### src/source/spm_pkg.sv
package spm_pkg;

   //##################################################
   // default geometry
   //##################################################
   localparam int spm_default_dw    = 64; // word width in bits
   localparam int spm_default_depth = 32; // number of words
   localparam int spm_byte_w        = 8;  // bits per strobe lane

   //##################################################
   // read response buffer occupancy
   //##################################################
   typedef enum logic [1:0] {
      rd_empty = 2'd0, // nothing buffered
      rd_one   = 2'd1, // head entry only
      rd_two   = 2'd2  // head and tail entries
   } spm_rd_state_e;

endpackage

### src/source/spm_wr_if.sv
`timescale 1ns/10ps

interface spm_wr_if #(
   parameter int  DW    = 64,             // word width
   parameter int  DEPTH = 32,             // number of words
   localparam int AW    = $clog2(DEPTH)   // address width
);

   logic          wr_en;   // write strobe, acts on the edge
   logic [DW-1:0] wr_wem;  // per bit write enable
   logic [AW-1:0] wr_addr; // word address
   logic [DW-1:0] wr_din;  // write data

   // write stage side
   modport src (
      output wr_en,
      output wr_wem,
      output wr_addr,
      output wr_din
   );

   // memory side
   modport mem (
      input wr_en,
      input wr_wem,
      input wr_addr,
      input wr_din
   );

endinterface

### src/source/spm_mem_dp.sv
`timescale 1ns/10ps

module spm_mem_dp #(
   parameter int  DW    = 64,           // word width
   parameter int  DEPTH = 32,           // number of words
   localparam int AW    = $clog2(DEPTH) // address width
) (
   input  logic          clk,       // single clock for both ports
   input  logic          rst_n,     // sync reset, active low
   // functional write port
   spm_wr_if.mem         wr,        // from write stage
   output logic          wr_gnt,    // write port free for functional use
   // read port
   input  logic          rd_en,     // read enable
   input  logic [AW-1:0] rd_addr,   // read address
   output logic [DW-1:0] rd_dout,   // read data, one cycle later
   // BIST port
   input  logic          bist_en,   // bist owns the write port
   input  logic          bist_we,   // bist write enable
   input  logic [DW-1:0] bist_wem,  // bist per bit enable
   input  logic [AW-1:0] bist_addr, // bist address
   input  logic [DW-1:0] bist_din   // bist data
);

   logic          ram_wr_en;   // muxed write enable
   logic [DW-1:0] ram_wr_wem;  // muxed bit mask
   logic [AW-1:0] ram_wr_addr; // muxed address
   logic [DW-1:0] ram_wr_din;  // muxed data

   assign wr_gnt = ~bist_en; // bist always wins

   assign ram_wr_en   = bist_en ? bist_we   : wr.wr_en;
   assign ram_wr_wem  = bist_en ? bist_wem  : wr.wr_wem;
   assign ram_wr_addr = bist_en ? bist_addr : wr.wr_addr;
   assign ram_wr_din  = bist_en ? bist_din  : wr.wr_din;

   spm_mem_ram #(
      .DW    (DW),
      .DEPTH (DEPTH)
   ) i_ram (
      .wr_clk  (clk),
      .wr_en   (ram_wr_en),
      .wr_wem  (ram_wr_wem),
      .wr_addr (ram_wr_addr),
      .wr_din  (ram_wr_din),
      .rd_clk  (clk),
      .rd_en   (rd_en),
      .rd_addr (rd_addr),
      .rd_dout (rd_dout)
   );

   // write stage must hold off its pending write while bist owns the port
   a_no_wr_during_bist : assert property (
      @(posedge clk) disable iff (!rst_n) !(wr.wr_en && bist_en)
   );

endmodule

### src/source/spm_mem_ram.sv
`timescale 1ns/10ps

module spm_mem_ram #(
   parameter int  DW    = 64,           // word width
   parameter int  DEPTH = 32,           // number of words
   localparam int AW    = $clog2(DEPTH) // address width
) (
   // write port
   input  logic          wr_clk,  // write clock
   input  logic          wr_en,   // write enable
   input  logic [DW-1:0] wr_wem,  // per bit write enable
   input  logic [AW-1:0] wr_addr, // write address
   input  logic [DW-1:0] wr_din,  // write data
   // read port
   input  logic          rd_clk,  // read clock
   input  logic          rd_en,   // read enable
   input  logic [AW-1:0] rd_addr, // read address
   output logic [DW-1:0] rd_dout  // registered read data
);

   logic [DW-1:0] ram_q [DEPTH]; // storage array

   //##################################################
   // write port, masked per bit
   //##################################################
   always_ff @(posedge wr_clk) begin
      if (wr_en) begin
         // keep bits outside the mask, take wr_din inside it
         ram_q[wr_addr] <= (ram_q[wr_addr] & ~wr_wem) | (wr_din & wr_wem);
      end
   end

   //##################################################
   // read port, read-first on collision
   //##################################################
   always_ff @(posedge rd_clk) begin
      if (rd_en) begin
         rd_dout <= ram_q[rd_addr]; // old word if written on same edge
      end
   end

endmodule

### src/source/spm_read_stage.sv
`timescale 1ns/10ps

module spm_read_stage #(
   parameter int  DW    = 64,           // word width
   parameter int  DEPTH = 32,           // number of words
   localparam int AW    = $clog2(DEPTH) // address width
) (
   input  logic          clk,         // clock
   input  logic          rst_n,       // sync reset, active low
   // read request channel
   input  logic          rd_valid,    // request valid
   output logic          rd_ready,    // request ready
   input  logic [AW-1:0] rd_addr,     // request address
   // ram read port
   output logic          mem_rd_en,   // ram read enable
   output logic [AW-1:0] mem_rd_addr, // ram read address
   input  logic [DW-1:0] mem_rd_dout, // ram data, cycle after rd_en
   // response channel
   output logic          rsp_valid,   // response valid
   input  logic          rsp_ready,   // response ready
   output logic [DW-1:0] rsp_data     // response data
);

   import spm_pkg::*;

   spm_rd_state_e state_q;    // buffer occupancy
   logic          issue_q;    // read on the ram port now
   logic          ret_q;      // data on mem_rd_dout now
   logic [DW-1:0] head_q;     // oldest response
   logic [DW-1:0] tail_q;     // second response
   logic [1:0]    buf_cnt;    // entries held
   logic [1:0]    fly_cnt;    // reads issued, not yet buffered
   logic          accept;     // read handshake
   logic          push;       // capture ram data
   logic          pop;        // response handshake

   assign buf_cnt = (state_q == rd_two) ? 2'd2 : (state_q == rd_one) ? 2'd1 : 2'd0;
   assign fly_cnt = {1'b0, issue_q} + {1'b0, ret_q};

   assign rd_ready = (buf_cnt + fly_cnt) <= 2'd1; // room for one more
   assign accept   = rd_valid & rd_ready;
   assign push     = ret_q;
   assign pop      = rsp_valid & rsp_ready;

   //##################################################
   // issue pipeline
   //##################################################
   always_ff @(posedge clk) begin
      if (!rst_n) begin
         issue_q <= 1'b0;
         ret_q   <= 1'b0;
      end else begin
         issue_q <= accept;
         ret_q   <= issue_q; // ram output valid one edge later
      end
   end

   always_ff @(posedge clk) begin
      if (accept) begin
         mem_rd_addr <= rd_addr;
      end
   end

   assign mem_rd_en = issue_q;

   //##################################################
   // two entry response buffer
   //##################################################
   always_ff @(posedge clk) begin
      if (!rst_n) begin
         state_q <= rd_empty;
      end else begin
         case (state_q)
            rd_empty: if (push) state_q <= rd_one;
            rd_one:   if (push && !pop) state_q <= rd_two;
                      else if (pop && !push) state_q <= rd_empty;
            rd_two:   if (pop && !push) state_q <= rd_one;
            default:  state_q <= rd_empty;
         endcase
      end
   end

   always_ff @(posedge clk) begin
      case (state_q)
         rd_empty: if (push) head_q <= mem_rd_dout;
         rd_one: begin
            if (push && pop) head_q <= mem_rd_dout; // replace head
            else if (push) tail_q <= mem_rd_dout;   // queue behind head
         end
         rd_two: begin
            if (pop) head_q <= tail_q; // shift up
            if (pop && push) tail_q <= mem_rd_dout;
         end
         default: ;
      endcase
   end

   assign rsp_valid = (state_q != rd_empty);
   assign rsp_data  = head_q;

   // held response must not change under back-pressure
   a_rsp_stable : assert property (
      @(posedge clk) disable iff (!rst_n)
      (rsp_valid && !rsp_ready) |=> (rsp_valid && $stable(rsp_data))
   );

endmodule

### src/source/spm_top.sv
`timescale 1ns/10ps

module spm_top #(
   parameter int  DW    = spm_pkg::spm_default_dw,    // word width
   parameter int  DEPTH = spm_pkg::spm_default_depth, // number of words
   localparam int AW    = $clog2(DEPTH),              // address width
   localparam int SW    = DW / spm_pkg::spm_byte_w    // strobe width
) (
   input  logic          clk,       // system clock
   input  logic          rst_n,     // sync reset, active low
   // write channel
   input  logic          wr_valid,
   output logic          wr_ready,
   input  logic [AW-1:0] wr_addr,
   input  logic [DW-1:0] wr_data,
   input  logic [SW-1:0] wr_strb,   // one bit per byte
   // read channel
   input  logic          rd_valid,
   output logic          rd_ready,
   input  logic [AW-1:0] rd_addr,
   // response channel
   output logic          rsp_valid,
   input  logic          rsp_ready,
   output logic [DW-1:0] rsp_data,
   // BIST, memory init
   input  logic          bist_en,
   input  logic          bist_we,
   input  logic [DW-1:0] bist_wem,
   input  logic [AW-1:0] bist_addr,
   input  logic [DW-1:0] bist_din
);

   spm_wr_if #(.DW(DW), .DEPTH(DEPTH)) wr_bus (); // write stage to memory

   logic          wr_gnt;      // memory port free
   logic          mem_rd_en;   // read stage to ram
   logic [AW-1:0] mem_rd_addr;
   logic [DW-1:0] mem_rd_dout; // ram to read stage

   spm_write_stage #(.DW(DW), .DEPTH(DEPTH)) i_wr (
      .clk      (clk),
      .rst_n    (rst_n),
      .wr_valid (wr_valid),
      .wr_ready (wr_ready),
      .wr_addr  (wr_addr),
      .wr_data  (wr_data),
      .wr_strb  (wr_strb),
      .wr_gnt   (wr_gnt),
      .mem      (wr_bus.src)
   );

   spm_mem_dp #(.DW(DW), .DEPTH(DEPTH)) i_mem (
      .clk       (clk),
      .rst_n     (rst_n),
      .wr        (wr_bus.mem),
      .wr_gnt    (wr_gnt),
      .rd_en     (mem_rd_en),
      .rd_addr   (mem_rd_addr),
      .rd_dout   (mem_rd_dout),
      .bist_en   (bist_en),
      .bist_we   (bist_we),
      .bist_wem  (bist_wem),
      .bist_addr (bist_addr),
      .bist_din  (bist_din)
   );

   spm_read_stage #(.DW(DW), .DEPTH(DEPTH)) i_rd (
      .clk         (clk),
      .rst_n       (rst_n),
      .rd_valid    (rd_valid),
      .rd_ready    (rd_ready),
      .rd_addr     (rd_addr),
      .mem_rd_en   (mem_rd_en),
      .mem_rd_addr (mem_rd_addr),
      .mem_rd_dout (mem_rd_dout),
      .rsp_valid   (rsp_valid),
      .rsp_ready   (rsp_ready),
      .rsp_data    (rsp_data)
   );

endmodule

### src/source/spm_write_stage.sv
`timescale 1ns/10ps

module spm_write_stage #(
   parameter int  DW    = 64,                    // word width
   parameter int  DEPTH = 32,                    // number of words
   localparam int AW    = $clog2(DEPTH),         // address width
   localparam int SW    = DW / spm_pkg::spm_byte_w // strobe width
) (
   input  logic          clk,      // clock
   input  logic          rst_n,    // sync reset, active low
   input  logic          wr_valid, // request valid
   output logic          wr_ready, // request ready
   input  logic [AW-1:0] wr_addr,  // word address
   input  logic [DW-1:0] wr_data,  // write data
   input  logic [SW-1:0] wr_strb,  // byte strobes
   input  logic          wr_gnt,   // memory port free
   spm_wr_if.src         mem       // to memory write port
);

   import spm_pkg::*;

   logic          accept; // handshake this edge
   logic          pend_q; // request waiting for the ram
   logic [AW-1:0] addr_q; // held address
   logic [DW-1:0] data_q; // held data
   logic [DW-1:0] wem_d;  // expanded strobes
   logic [DW-1:0] wem_q;  // held bit mask

   assign wr_ready = wr_gnt; // no skid, just the grant
   assign accept   = wr_valid & wr_ready;

   //##################################################
   // strobe to bit mask
   //##################################################
   always_comb begin
      for (int i = 0; i < SW; i++) begin
         wem_d[i*spm_byte_w +: spm_byte_w] = {spm_byte_w{wr_strb[i]}}; // one lane
      end
   end

   //##################################################
   // request register
   //##################################################
   always_ff @(posedge clk) begin
      if (!rst_n) begin
         pend_q <= 1'b0;
      end else if (wr_gnt) begin
         pend_q <= accept; // old one drains on this same edge
      end
   end

   always_ff @(posedge clk) begin
      if (accept) begin
         addr_q <= wr_addr;
         data_q <= wr_data;
         wem_q  <= wem_d;
      end
   end

   assign mem.wr_en   = pend_q & wr_gnt; // deferred while bist is active
   assign mem.wr_wem  = wem_q;
   assign mem.wr_addr = addr_q;
   assign mem.wr_din  = data_q;

   a_wr_addr_range : assert property (
      @(posedge clk) disable iff (!rst_n) accept |-> (int'(wr_addr) < DEPTH)
   );

endmodule

### config.mk
export PLATFORM = sky130hd
export DESIGN_NAME = spm_top
export DESIGN_NICKNAME = d
export VERILOG_FILES = /design/src/source/spm_pkg.sv /design/src/source/spm_wr_if.sv /design/src/source/spm_mem_dp.sv /design/src/source/spm_mem_ram.sv /design/src/source/spm_read_stage.sv /design/src/source/spm_top.sv /design/src/source/spm_write_stage.sv
export SDC_FILE = /design/constraint.sdc
export NUM_CORES = 2
export LEC_CHECK = 0
export BUFFER_PORTS_ARGS = -buffer_cell sky130_fd_sc_hd__buf_2
export CORE_MARGIN = 2
export CORE_UTILIZATION = 55
export DETAILED_ROUTE_END_ITERATION = 10
export PLACE_DENSITY = 0.71
export SYNTH_ARGS = -nofsm -noshare
export SYNTH_HDL_FRONTEND = slang
export SYNTH_HIERARCHICAL = 1
export SYNTH_SLANG_ARGS = --single-unit
### constraint.sdc
create_clock -name clk -period 16.8 [get_ports clk]
set_input_delay 1.68 -clock clk [delete_from_list [all_inputs] [get_ports clk]]
set_output_delay 1.68 -clock clk [all_outputs]
set_load 0.01 [all_outputs]
* After elaboration in Yosys (flattened, before gate mapping)
Memory sizes are Yosys's and may differ from the RTL's. A register that Yosys moved wholly into a read port is not among the register bits.
Cells that the tools add are included.
W data, S select, Z words.
** Storage, ports and cells
- Output and inout bits :: 67
- Memories :: 1
- Logic and storage cells :: 64
- RAM bits :: 2048
- Flip-flop bits (word level) :: 264
** Cells by class
- $lt $le $gt $ge :: 1
- Equality and inequality tests :: 10
- Add/sub/neg operators :: 2
- Reductions and logical operators :: 12
- Multiplexer cells :: 19
- Bitwise operators :: 9
** Memory list
- i_mem.i_ram.ram_q :: depth 32, bits a word 64, read ports 2, clocked after Yosys merged registers in 1, wr ports 1, RTL line spm_mem_ram.sv:21 : logic [DW-1:0] ram_q [DEPTH];
** Operators by type and width (number)
- $mux W64 :: 6
- $pmux W64 S3 :: 1
- $and A64 B64 Y64 :: 2
- $pmux W64 S2 :: 1
- $not A64 Y64 :: 1
- $or A64 B64 Y64 :: 1
- $mux W2 :: 5
- $ne A2 B2 Y1 const B :: 4
- $reduce_and A4 Y1 :: 2
- $ne A2 B1 Y1 const B :: 3
- $pmux W2 S3 :: 1
- $mux W5 :: 1
- $and A1 B1 Y1 :: 4
- $mux W1 :: 4
- $reduce_bool A2 Y1 :: 2
- $logic_and A1 B1 Y1 :: 3
- $ne A3 B3 Y1 const B :: 1
- $reduce_and A3 Y1 :: 1
- $reduce_bool A3 Y1 :: 1
- $add A1 B1 Y2 :: 1
- $add A2 B2 Y2 :: 1
- $eq A2 B1 Y1 const B :: 1
- $eq A2 B2 Y1 const B :: 1
- $le A2 B1 Y1 const B :: 1
- other kinds (3) :: 4

* Longest topological paths before layout
- Depth after elaboration :: 6
- Mapped depth :: 11
- Gate-level depth less buffers :: 5

* By module
The synthesis kept the hierarchy.
** Modules (own cells, without submodules)
- spm_mem_ram :: area each 95945.8 µm², cells each 4738, instances 1, seq. area each 63420.8 µm²
- spm_read_stage :: area each 5086.1 µm², cells each 366, instances 1, seq. area each 4073.9 µm²
- spm_write_stage :: area each 2790.2 µm², cells each 139, instances 1, seq. area each 2332.2 µm²
- spm_mem_dp :: area each 1815.5 µm², cells each 150, instances 1, seq. area each 0.0 µm²

* Least setup slack after synthesis
Ideal clock, no wire load.
- Path kind :: input to register
- From :: input bist_en
- To :: memory i_mem.i_ram.ram_q[9][0], enable pin
- Path slack :: 8.568 ns
- Data arrival time :: 7.668 ns
- Stages on the path :: 10
- Path through :: buf_6 > buf_2 > mux2_2 > buf_2 > buf_2 > buf_2 > buf_2 > inv_1 > nand3_1 > nor3_1
** On the way
- Elaborated cells between the ends (all ways) :: 6
** RTL lines
- start, declared :: RTL line spm_top.sv:26 : input logic bist_en,
- $mux W5 :: RTL line spm_mem_dp.sv:34 : assign ram_wr_addr = bist_en ? bist_addr : wr.wr_addr;
- via i_mem.ram_wr_addr[1] :: RTL line spm_mem_dp.sv:27 : logic [AW-1:0] ram_wr_addr;
- end, declared :: RTL line spm_mem_ram.sv:21
The timed path passes the listed nets, and every way through them passes these cells.

* Worst setup path after layout
- From :: input bist_en
- To :: memory i_mem.i_ram.ram_q[11][35] (data pin)
** On the way
- Word-level cells in the longest chain between the ends :: 4
- Elaborated cells between the ends (all ways) :: 8
** RTL lines
- $mux W5 :: RTL line spm_mem_dp.sv:34
- via i_mem.ram_wr_addr[1] :: RTL line spm_mem_dp.sv:27
- $mem_v2 Z32 W64
- $and A64 B64 Y64 :: RTL line spm_mem_ram.sv:29 : ram_q[wr_addr] <= (ram_q[wr_addr] & ~wr_wem) | (wr_din & wr_wem);
- $or A64 B64 Y64 :: RTL line spm_mem_ram.sv:29
The timed path passes the listed nets, and every way through them passes these cells.

==> results.json <==
{
  "post_cts_resized": 0,
  "grt_max_degree": 151,
  "cts_made_buffers": 231,
  "numPortBuffers": 288,
  "p_per_area_mw_per_mm2": 113,
  "rows": 160,
  "dieWidth_um": 442,
  "slowest_delay_ns": 0.95,
  "clockRootBuffer": "clkbuf_16",
  "clock_latency_ns": 0.90,
  "slew_headroom_pct": 11.5,
  "cp_data_required_time_ns": 17.49,
  "ir_drop_uv": 108,
  "synth_area_sq_mm": 0.106,
  "grt_pass1_vias": 60300,
  "synth.area.top_cells": "edfxtp_1, mux4_2, mux2i_1, mux2_2, a22oi_1",
  "grt-ovfl-total": 0,
  "period_share_pct": 37.3,
  "io_pins": 289,
  "synth_top_area_share_pct": 66.0,
  "avgSynthCellArea_sq_um": 19.6,
  "wire_per_inst_um": 39.1,
  "grt_use_met1_pct": 45.1,
  "grt.busiest_layer": "met2",
  "synth-seq-cells": 2327,
  "skew_ns": 0.0532,
  "fin_tns_setup_ns": 0,
  "status": "finished clean",
  "crit_path_end_kind": "flip-flop",
  "cp.arrival_ns": 6.95,
  "cts_htree_levels": 4,
  "cp_num_buf_inv": 4,
  "yosysWarnings": 6,
  "criticalPathCategory": "in2reg",
  "clk_pin_slew_ns": 0.06,
  "finalSetupViolCount": 0,
  "finalHoldViolCount": 0,
  "met2_usage_pct": 51.8,
  "worstMarginPinSlew_ns": 1.33,
  "cp_slowest_cell": "buf_4",
  "maxCapViolCount": 0,
  "crit_chain": "buf_8 -> mux2_8 -> buf_4 -> buf_4 -> mux4_2 -> a22o_1 -> a221oi_1 -> a32oi_1 -> buf_4",
  "synth_edf_count": 2322,
  "max_freq_ghz": 0.160,
  "synthCells": 5393,
  "wirelength_mm": 327,
  "core_region_area_sq_mm": 0.191,
  "finalWorstPathRequiredPeriod_ns": 6.26,
  "dp_hpwl_mm": 177,
  "crit_fanout": 73,
  "synth_nets": 5616,
  "dieArea_sq_mm": 0.196,
  "cts_sinks": 2327,
  "cts_buffer_depth": 3,
  "ant_nets": 0,
  "grt_pass1_wl_mm": 454,
  "fin_ws_ns": 10.54,
  "start_kind": "input port",
  "drt-pass1-iter-count": 9,
  "rsz0062_at_grt": "false",
  "post-place-ws_ns": 9.73,
  "nets": 5893,
  "cts_tree": "built",
  "initial_core_util_pct": 55.4,
  "grtUsageTotal_pct": 33.2,
  "synthToLayoutAreaGrowth_pct": 11.3,
  "ctsHoldBuffers": 0,
  "gp_congestion": 0.833,
  "synth_cell_types": 52,
  "crit_path_frequent_cell": "buf_4",
  "via_per_inst": 7.38,
  "critical-path-top-delay-family": "buffers and inverters",
  "hp-class": "reg2reg",
  "yosysTopAreaCell": "edfxtp_1",
  "grt_antenna_before_repair": 5,
  "p_leak_nw": 38.4,
  "async_flop_share_pct": 0,
  "postLayoutCoreUtil_pct": 61.7,
  "vias": 61800,
  "cts_setup_buffers": 0,
  "drt_iter0_markers": 9530,
  "synth_flop_cell": "edfxtp_1",
  "grt_util_met3_pct": 7.44,
  "route.detailed.drc": 0,
  "finalMaxSlewViolations": 0,
  "die_h_um": 442,
  "yosysSeqAreaShare_pct": 66.1,
  "drive_above_1_share_pct": 33.6
}
[cells by family (layout without fill, tap and decap cells)]
group,Yosys count,count (layout),share of synthesized area [%]
muxes,1538,1538,25.5
other,0,7,0
buffers and inverters,501,967,2.44
xor gates and xnor gates,1,1,0.0154
adders and majority gates,1,1,0.0118
DFF,2327,2327,66.1
and+or+nand+nor,551,551,2.47
AOI/OAI and AO/OA,474,474,3.50
[cell usage in the layout (no fill, tap or decap), types with 4 or more instances in the layout]
cell and n:
clkbuf_1 45, mux2i_1 471, buf_2 287, inv_1 52
o21bai_1 9, a22oi_1 144, nor2_1 118, mux2_2 129
clkinvlp_4 13, nand2_1 195, bufinv_16 24, a32oi_1 48
clkinv_2 38, buf_4 196, nor2_4 31, buf_12 9
a21oi_1 4, nor2b_1 18, a22o_1 67, nor2b_4 5
nand2b_1 7, nor3_2 5, mux4_2 887, a221oi_1 76
dfxtp_1 4, nor4_1 63, or3_1 20, clkinv_4 4
a41oi_2 15, clkbuf_16 235, o22ai_1 86, nand4b_1 4
o31ai_1 19, clkinv_1 50, diode_2 7, nand3_1 43
edfxtp_1 2322, mux2_4 49
[power breakdown]
group          leakage (nW)  internal, W  total (W)  switching (W)
Combinational          13.9     0.000527    0.00140       0.000872
Sequential             21.0      0.00669    0.00673      0.0000396
Clock                  3.63      0.00293    0.00515        0.00223
Total                  38.4       0.0101     0.0133        0.00314
[metal layers]
metal	routed length [um]	share of wire, %
met1	116000	35
met2	154000	47
met3	40800	12
met4	17100	5.2
met5	33	0.010
[synth_stat cells (3+ instances only)]
library cell,instances
and2_1,6
inv_1,52
a41oi_1,16
a221oi_1,76
nor2_1,149
clkbuf_1,175
nor3_1,6
a32oi_1,48
o31ai_1,19
mux4_2,887
or2_2,3
edfxtp_1,2322
nand3_1,43
nand4bb_1,5
buf_1,26
nand3b_1,3
nor3b_1,5
buf_2,127
nand2b_1,8
mux2_4,49
a21oi_1,4
dfxtp_1,5
buf_4,100
mux2i_1,471
nor2b_1,23
nor4_1,63
mux2_2,131
buf_6,21
o22ai_1,86
a22oi_1,144
a22o_1,67
o21bai_1,9
or3_1,20
or4b_1,3
nand4b_1,4
nand2_1,195
[registers in the layout (all words and copies together), names as in the netlist]
| name | count |
|---|---|
| i_rd/state_q | 2 |
| i_rd/mem_rd_addr | 5 |
| i_wr/mem.wr_din | 64 |
| i_rd/mem_rd_en | 1 |
| i_rd/rsp_data | 64 |
| i_mem/i_ram/rd_dout | 64 |
| i_wr/mem.wr_addr | 5 |
| i_rd/tail_q | 64 |
| i_wr/mem.wr_wem | 8 |
| i_rd/push | 1 |
| i_wr/pend_q | 1 |
| i_mem/i_ram/ram_q | 2048 |
[stage by stage]
| stage | hold WS [ns] | cells | power [W] | instance area (sq um) |
|---|---|---|---|---|
| floorplan | 0.426 | 5393 | 0.00774 | 106000 |
| finish | 0.424 | 8377 | 0.0133 | 118000 |
| detailed placement | 0.433 | 7947 | 0.00823 | 110000 |
| global route | 0.449 | 8370 | 0.0136 | 118000 |
| global placement | 0.430 | 7947 | 0.00820 | 110000 |
| CTS | 0.431 | 8369 | 0.0133 | 118000 |
[layout make-up]
class	count	area, sq um
clock inverter	142	1450
tap	2511	3140
multi-input combinational	2565	33800
fill	13200	73000
antenna	7	17.5
sequential	2327	69800
timing repair buffer	493	3100
clock buffer	280	6050
inverter	52	195
[path summary, 6_finish.rpt]
path                                                   startpoint                                  end  slack, ns  cells past startpoint
worst max-delay path                                      bist_en  i_mem/i_ram/ram_q[11][35]$_DFFE_PP_      10.54                      9
worst min-delay path            i_mem/i_ram/rd_dout[50]$_DFFE_PP_            i_rd/tail_q[50]$_DFFE_PP_       0.42                      0
worst max register to register      i_wr/mem.wr_addr[1]$_DFFE_PP_  i_mem/i_ram/ram_q[11][35]$_DFFE_PP_      11.71                      8
worst min register to register  i_mem/i_ram/rd_dout[50]$_DFFE_PP_            i_rd/tail_q[50]$_DFFE_PP_       0.42                      0
No activity file was read; power rests on OpenSTA's default activity.
